[src/rtl/aluPkg.sv]
package aluPkg;

	localparam int dataWidth = 8;	// Operand and result byte
	localparam int flagWidth = 4;	// Z, N, H, C

	// Positions inside the flag vector, same order as the F register high nibble
	localparam int flagZ = 3;
	localparam int flagN = 2;
	localparam int flagH = 1;
	localparam int flagC = 0;

	// Opcode bits 7:6
	localparam logic [1:0] groupAlu = 2'b10;	// ALU group without CB prefix
	localparam logic [1:0] groupCbShift = 2'b00;	// Rotates and shifts
	localparam logic [1:0] groupCbBit = 2'b01;
	localparam logic [1:0] groupCbRes = 2'b10;
	localparam logic [1:0] groupCbSet = 2'b11;

	// Low three bits follow opcode bits 5:3 inside each group
	typedef enum logic [4:0] {
		opAdd = 5'd0,
		opAdc = 5'd1,
		opSub = 5'd2,
		opSbc = 5'd3,
		opAnd = 5'd4,
		opXor = 5'd5,
		opOr = 5'd6,
		opCp = 5'd7,
		opRlc = 5'd8,
		opRrc = 5'd9,
		opRl = 5'd10,
		opRr = 5'd11,
		opSla = 5'd12,
		opSra = 5'd13,
		opSwap = 5'd14,
		opSrl = 5'd15,
		opBit = 5'd16,
		opRes = 5'd17,
		opSet = 5'd18,
		opNone = 5'd31	// Undecoded opcode
	} aluOp;

endpackage
[src/rtl/aluUnit.sv]
`timescale 1ns/1ps

module aluUnit import aluPkg::*; (
	input logic CLK,
	input logic rstN,
	input logic req,
	input logic cbPrefix,
	input logic [dataWidth-1:0] opcode,
	input logic [dataWidth-1:0] operandA,
	input logic [dataWidth-1:0] operandB,
	output logic ack,
	output logic [dataWidth-1:0] result,
	output logic [flagWidth-1:0] flags
);

	typedef enum logic {stIdle, stAck} ctrlState;

	ctrlState state;
	logic load;	// High in the cycle before the accepting edge
	aluOp op;
	logic [2:0] bitIndex;
	logic [dataWidth-1:0] nextResult;
	logic [flagWidth-1:0] nextFlags;
	logic [flagWidth-1:0] flagMask;
	logic carry;

	opDecoder decoder (
		.cbPrefix(cbPrefix),
		.opcode(opcode),
		.op(op),
		.bitIndex(bitIndex)
	);

	// Operands are held by the host while req is up
	aluCore core (
		.op(op),
		.bitIndex(bitIndex),
		.operandA(operandA),
		.operandB(operandB),
		.carry(carry),
		.nextResult(nextResult),
		.nextFlags(nextFlags),
		.flagMask(flagMask)
	);

	flagRegister flagRegs (
		.CLK(CLK),
		.rstN(rstN),
		.load(load),
		.nextFlags(nextFlags),
		.flagMask(flagMask),
		.flags(flags),
		.carry(carry)
	);

	assign load = (state == stIdle) && req;
	assign ack = (state == stAck);

	always_ff @(posedge CLK or negedge rstN) begin
		if (!rstN) begin
			state <= stIdle;
		end else begin
			case (state)
				stIdle: if (req) state <= stAck;
				default: if (!req) state <= stIdle;	// Wait for req to drop
			endcase
		end
	end

	always_ff @(posedge CLK or negedge rstN) begin
		if (!rstN) begin
			result <= '0;
		end else if (load) begin
			result <= nextResult;
		end
	end

	ackNeedsReq: assert property (@(posedge CLK) disable iff (!rstN) $rose(ack) |-> $past(req))
		else $error("ack rose without a request");

	resultHeld: assert property (@(posedge CLK) disable iff (!rstN) ack |=> $stable(result))
		else $error("result changed while ack was high");

endmodule

[src/rtl/flagRegister.sv]
`timescale 1ns/1ps

module flagRegister import aluPkg::*; (
	input logic CLK,
	input logic rstN,
	input logic load,	// Accept strobe from controller
	input logic [flagWidth-1:0] nextFlags,
	input logic [flagWidth-1:0] flagMask,	// 1 = flag written
	output logic [flagWidth-1:0] flags,
	output logic carry
);

	logic [flagWidth-1:0] flagsQ;
	logic [flagWidth-1:0] flagsD;

	// Unmasked flags keep their stored value
	assign flagsD = (flagsQ & ~flagMask) | (nextFlags & flagMask);

	always_ff @(posedge CLK or negedge rstN) begin
		if (!rstN) begin
			flagsQ <= '0;
		end else if (load) begin
			flagsQ <= flagsD;
		end
	end

	assign flags = flagsQ;
	assign carry = flagsQ[flagC];	// Feeds ADC, SBC, RL, RR

	property flagsHoldWithoutLoad;
		@(posedge CLK) disable iff (!rstN)
		!load |=> $stable(flagsQ);
	endproperty

	flagsHold: assert property (flagsHoldWithoutLoad)
		else $error("Flags changed without a load strobe");

endmodule

[src/rtl/aluCore.sv]
`timescale 1ns/1ps

module aluCore import aluPkg::*; (
	input aluOp op,
	input logic [2:0] bitIndex,
	input logic [dataWidth-1:0] operandA,
	input logic [dataWidth-1:0] operandB,
	input logic carry,	// Stored C flag
	output logic [dataWidth-1:0] nextResult,
	output logic [flagWidth-1:0] nextFlags,
	output logic [flagWidth-1:0] flagMask
);

	logic subtract;
	logic carryIn;
	logic [dataWidth-1:0] bOperand;	// B, inverted for subtraction
	logic [dataWidth-1:0] genBits;
	logic [dataWidth-1:0] propBits;
	logic [dataWidth:0] carries;	// carries[i] goes into bit i
	logic [dataWidth-1:0] sum;
	logic [dataWidth:0] sumCheck;
	logic [dataWidth-1:0] bitMask;
	logic [dataWidth-1:0] zeroSrc;	// Value whose zero-ness gives Z
	logic nFlag;
	logic hFlag;
	logic cFlag;

	assign subtract = (op == opSub) || (op == opSbc) || (op == opCp);
	assign bOperand = subtract ? ~operandB : operandB;
	assign genBits = operandA & bOperand;
	assign propBits = operandA ^ bOperand;

	always_comb begin
		case (op)
			opAdc: carryIn = carry;
			opSub, opCp: carryIn = 1'b1;	// Two's complement +1
			opSbc: carryIn = ~carry;	// Inverted borrow-in
			default: carryIn = 1'b0;
		endcase
	end

	assign carries[0] = carryIn;

	carryLookahead cclaLow (
		.genTerm(genBits[3:0]),
		.propTerm(propBits[3:0]),
		.carryIn(carries[0]),
		.carryOut(carries[4:1])
	);

	carryLookahead claHigh (
		.genTerm(genBits[7:4]),
		.propTerm(propBits[7:4]),
		.carryIn(carries[4]),	// Chained from low nibble
		.carryOut(carries[8:5])
	);

	assign sum = propBits ^ carries[dataWidth-1:0];
	assign bitMask = dataWidth'(1) << bitIndex;

	always_comb begin
		nextResult = operandA;
		zeroSrc = operandA;
		nFlag = 1'b0;
		hFlag = 1'b0;
		cFlag = 1'b0;
		flagMask = '1;
		case (op)
			opAdd, opAdc, opSub, opSbc, opCp: begin
				nextResult = (op == opCp) ? operandA : sum;	// CP discards the difference
				zeroSrc = sum;
				nFlag = subtract;
				hFlag = carries[4] ^ subtract;	// Borrow is inverted carry
				cFlag = carries[dataWidth] ^ subtract;
			end
			opAnd: begin
				nextResult = operandA & operandB;
				zeroSrc = nextResult;
				hFlag = 1'b1;
			end
			opXor: begin
				nextResult = operandA ^ operandB;
				zeroSrc = nextResult;
			end
			opOr: begin
				nextResult = operandA | operandB;
				zeroSrc = nextResult;
			end
			opRlc: {cFlag, nextResult} = {operandB[7], operandB[6:0], operandB[7]};
			opRrc: {cFlag, nextResult} = {operandB[0], operandB[0], operandB[7:1]};
			opRl: {cFlag, nextResult} = {operandB[7], operandB[6:0], carry};
			opRr: {cFlag, nextResult} = {operandB[0], carry, operandB[7:1]};
			opSla: {cFlag, nextResult} = {operandB[7], operandB[6:0], 1'b0};
			opSra: {cFlag, nextResult} = {operandB[0], operandB[7], operandB[7:1]};
			opSwap: nextResult = {operandB[3:0], operandB[7:4]};
			opSrl: {cFlag, nextResult} = {operandB[0], 1'b0, operandB[7:1]};
			opBit: begin
				nextResult = operandB;
				zeroSrc = operandB & bitMask;	// Z = tested bit clear
				hFlag = 1'b1;
				cFlag = carry;
				flagMask[flagC] = 1'b0;
			end
			opRes: begin
				nextResult = operandB & ~bitMask;
				flagMask = '0;
			end
			opSet: begin
				nextResult = operandB | bitMask;
				flagMask = '0;
			end
			default: flagMask = '0;	// opNone passes A
		endcase
		// Rotates and shifts take Z from their own result
		if (op inside {opRlc, opRrc, opRl, opRr, opSla, opSra, opSwap, opSrl})
			zeroSrc = nextResult;
	end

	always_comb begin
		nextFlags = '0;
		nextFlags[flagZ] = ~|zeroSrc;
		nextFlags[flagN] = nFlag;
		nextFlags[flagH] = hFlag;
		nextFlags[flagC] = cFlag;
	end

	// Lookahead pair must agree with a plain ripple add of the same terms
	assign sumCheck = {1'b0, operandA} + {1'b0, bOperand} + (dataWidth+1)'(carryIn);

	carryChainCheck: assert #0 (carries[dataWidth] == sumCheck[dataWidth])
		else $error("Lookahead carry out differs from adder");

endmodule

[src/rtl/carryLookahead.sv]
`timescale 1ns/1ps

// Four-bit lookahead block, true polarity carries
module carryLookahead (
	input logic [3:0] genTerm,	// Generate per bit
	input logic [3:0] propTerm,	// Propagate per bit
	input logic carryIn,
	output logic [3:0] carryOut	// Carries into bits 1..4
);

	// Each carry expanded from carryIn so no ripple through carryOut
	assign carryOut[0] = genTerm[0]
		| (propTerm[0] & carryIn);

	assign carryOut[1] = genTerm[1]
		| (propTerm[1] & genTerm[0])
		| (propTerm[1] & propTerm[0] & carryIn);

	assign carryOut[2] = genTerm[2]
		| (propTerm[2] & genTerm[1])
		| (propTerm[2] & propTerm[1] & genTerm[0])
		| (propTerm[2] & propTerm[1] & propTerm[0] & carryIn);

	assign carryOut[3] = genTerm[3]
		| (propTerm[3] & genTerm[2])
		| (propTerm[3] & propTerm[2] & genTerm[1])
		| (propTerm[3] & propTerm[2] & propTerm[1] & genTerm[0])
		| (&propTerm & carryIn);	// Whole nibble propagates

endmodule

[src/rtl/opDecoder.sv]
`timescale 1ns/1ps

module opDecoder import aluPkg::*; (
	input logic cbPrefix,
	input logic [dataWidth-1:0] opcode,
	output aluOp op,
	output logic [2:0] bitIndex
);

	logic [1:0] groupField;	// Opcode bits 7:6
	logic [2:0] selField;	// Opcode bits 5:3

	assign groupField = opcode[7:6];
	assign selField = opcode[5:3];
	assign bitIndex = selField;	// Only meaningful for BIT/RES/SET

	always_comb begin
		op = opNone;
		if (!cbPrefix) begin
			if (groupField == groupAlu) begin
				case (selField)
					3'd0: op = opAdd;
					3'd1: op = opAdc;
					3'd2: op = opSub;
					3'd3: op = opSbc;
					3'd4: op = opAnd;
					3'd5: op = opXor;
					3'd6: op = opOr;
					default: op = opCp;
				endcase
			end
		end else begin
			case (groupField)
				groupCbShift: begin
					case (selField)
						3'd0: op = opRlc;
						3'd1: op = opRrc;
						3'd2: op = opRl;
						3'd3: op = opRr;
						3'd4: op = opSla;
						3'd5: op = opSra;
						3'd6: op = opSwap;
						default: op = opSrl;
					endcase
				end
				groupCbBit: op = opBit;
				groupCbRes: op = opRes;
				groupCbSet: op = opSet;
				default: op = opNone;
			endcase
		end
	end

endmodule

[config.mk]
export PLATFORM = sky130hd
export DESIGN_NAME = aluUnit
export DESIGN_NICKNAME = d
export VERILOG_FILES = /design/src/rtl/aluPkg.sv /design/src/rtl/aluUnit.sv /design/src/rtl/flagRegister.sv /design/src/rtl/aluCore.sv /design/src/rtl/carryLookahead.sv /design/src/rtl/opDecoder.sv
export SDC_FILE = /design/constraint.sdc
export NUM_CORES = 1
export LEC_CHECK = 0
export BUFFER_PORTS_ARGS = -buffer_cell sky130_fd_sc_hd__buf_2
export CORE_MARGIN = 5
export CORE_UTILIZATION = 49
export CTS_BUF_LIST = sky130_fd_sc_hd__clkbuf_4 sky130_fd_sc_hd__clkbuf_8
export CTS_CLUSTER_SIZE = 20
export DETAILED_ROUTE_END_ITERATION = 8
export GPL_TIMING_DRIVEN = 0
export PLACE_DENSITY_LB_ADDON = 0.12
export SLEW_MARGIN = 20
export SYNTH_ARGS = -nofsm -noshare
export SYNTH_HDL_FRONTEND = slang
export SYNTH_HIERARCHICAL = 1
export SYNTH_SLANG_ARGS = --single-unit
[constraint.sdc]
create_clock -name CLK -period 3.5 [get_ports CLK]
set_input_delay 0.7 -clock CLK [delete_from_list [all_inputs] [get_ports CLK]]
set_output_delay 0.7 -clock CLK [all_outputs]
set_load 0.05 [all_outputs]
==> metrics.txt <==
status=complete, but fails checks; failing checks=negative setup slack; sequential share of the synthesized area=0.123; CTS Buf Count=3; Synth cell types=69; DPL Wire Length=6640 µm; top cell type by total area after synthesis=dfrtp_1; Die Span Y=83.5 µm; nets=450; final worst-path cycle share=1.34; Synth top area share=0.123; layout cell share with drive strength beyond 1=0.360; GPL Wtd Cong=about 0.95; Largest stage delay, worst path=around 0.45 ns; most common library cells after synthesis=nand2_1, ha_1, inv_1, a21oi_1; DR iter-0 viols=~330; CTS tree=done; largest net degree at the start of global routing=14; slowest CP cell=or4_4; post-route minimum period=between 4 and 5 ns; Worst setup EP type=flop; CP max FO=7; vias in the first global route=2,843; worst setup margin=-1.18 ns; Total GRT Usage=0.263; die width=83.5 µm; Top cell by count, worst path=a21o_1; #FFs+latches synth=13; die area=6980 µm²; number of port buffers=37; reg2reg setup slack=-0.26 ns; WL/cell=20.6 µm; WS Path Type=in -> reg; Worst Setup SP=opcode[6]; Hold Vio Cnt, Final=0; Post-Route WL=9610 µm; worst path bufs/invs=5; headroom to the max-slew limit=0.247; worst-margin pin slew=1.12 ns; detailed-route DRC error count=0; FP Rows=26; worst endpoint required time=3.68 ns; Pre-antenna DRT Iters=5; worst path cell trace=buf_8, inv_16, a21oi_1, o21ai_2, clkbuf_8, buf_8, o211ai_1, buf_6, xnor2_2, ha_1, a21o_1, a21o_1, a31o_4, a21o_1, a21o_1, a21o_1, xor2_2, o2111ai_2, o2111ai_2, or4_4, o41ai_4, o21a_1, mux2_4; syn_nets=380; worst vdd ir=approximately 0.36 mV; mean post-synth cell area=8.08 µm²; class of the worst hold path=in -> async; pwr dens=307 nW/µm²; Critical Path Source Type=input port; Synth Instances=328; Core Footprint=5170 µm²; Worst path top cell family by delay=compound AO/OA/AOI/OAI gates; Fmax=214 MHz; Power Total=1090 µW; Max Cap Violations=0; most common cell in the synthesized netlist=nand2_1; Ys Warns=6; Initial Util=0.512; Clock transition at path regs=0.05 ns; unrepaired setup endpoints after global routing=true; design area=about 3500 µm²; vias per inst=roughly 6.4; Post-Route Utilization=0.685; I/O pins=41; # clock sinks=13; clock skew=0.00418 ns; CTS Buffer Depth=2; CP Data Arrival Time=4.86 ns; GRT overflow=0; Final setup violation count=9; root buffer cell=clkbuf_8; initial antenna violation count=0; Antenna Violating Nets Remaining=0; DR vias=2,978; H-tree Lvls=1; Synth Flop Type=dfrtp_1; max-slew violations=0; Worst-Skew Late Latency=0.24 ns; Synth area leaders=dfrtp_1, ha_1, mux2_4; EDFF count, synth=0; P&R area growth vs syn=33.7%; first-pass GRT wire length=14,900 µm; Cell Area, Synth=2650 µm²; setup TNS=-4.44 ns; async set-reset flop share out of synthesis=1.00; diode count=0; DP Area=2990 µm²; static leakage=0.00169 µW
-- cell usage in the layout, fill, tap and decap left out, types with 8 or more instances in the layout --
cell type / instances
buf_4: 38
buf_2: 34
nand2_1: 26
ha_1: 24
inv_1: 21
a21oi_1: 15
dfrtp_1: 13
mux2_4: 12
nor2_1: 12
clkbuf_1: 9
xnor2_1: 9
nand3_1: 9
mux2i_1: 9
a21o_1: 9
o21ai_0: 8
-- cell families after synthesis --
logic type               after synthesis  share of synthesized area
adder cells (fa/ha/maj)               24                      0.113
flip-flops                            13                      0.123
XOR/XNOR                              19                     0.0628
AND/OR/NAND/NOR                       89                      0.188
buffers and inverters                 56                      0.105
AO/OA/AOI/OAI                        102                      0.281
multiplexers                          25                      0.127
-- timing repair --
action,CTS,global route
gates resized for setup,51,19
endpoints found under the hold margin,0,0
cloned,0,0
pin swaps,24,22
endpoints found under the setup margin,11,10
buffers inserted,17,14
hold buffers,0,0
-- final timing paths --
| kind | to | depth (start not counted) |
|---|---|---|
| worst max-delay path | flop | 23 |
| worst min-delay path | result[0] | 1 |
| worst max register to register | flop | 16 |
| worst min register to register | result[5] | 1 |
| max in group asynchronous | ack | 1 |
| min in group CLK | result[5] | 1 |
-- cell type report --
class | count | area (µm²)
flip-flops and latches | 13 | 325
plain buffers | 30 | 246
inverters | 24 | 111
clock buffers | 4 | 48.8
well taps | 70 | 87.6
fillers | 438 | 1630
multi-input cells | 259 | 2280
repair buffers | 67 | 447
-- report_power, final --
part | switching, µW | internal (µW)
Clock | 50.5 | 88.0
Combinational | 432 | 316
Sequential | 18.8 | 181
Total | 501 | 585
-- layer usage --
layer	GRT usage	vias to the layer above	wire length, µm
met4	0.0848	0	317
met5	0	-	0
li1	-	1359	-
met1	0.357	1385	3880
met2	0.413	198	4360
met3	0.0592	36	1060
-- metrics by stage --
stage	setup slack, ns	hold slack [ns]	std cells
after floorplan	-1.40	0.404	328
after global placement	-2.36	0.487	435
after detailed placement	-2.32	0.490	435
after CTS	-1.31	0.343	455
after global routing	-1.29	0.359	467
final	-1.18	0.340	467
Power figures use the tool's default switching activity.
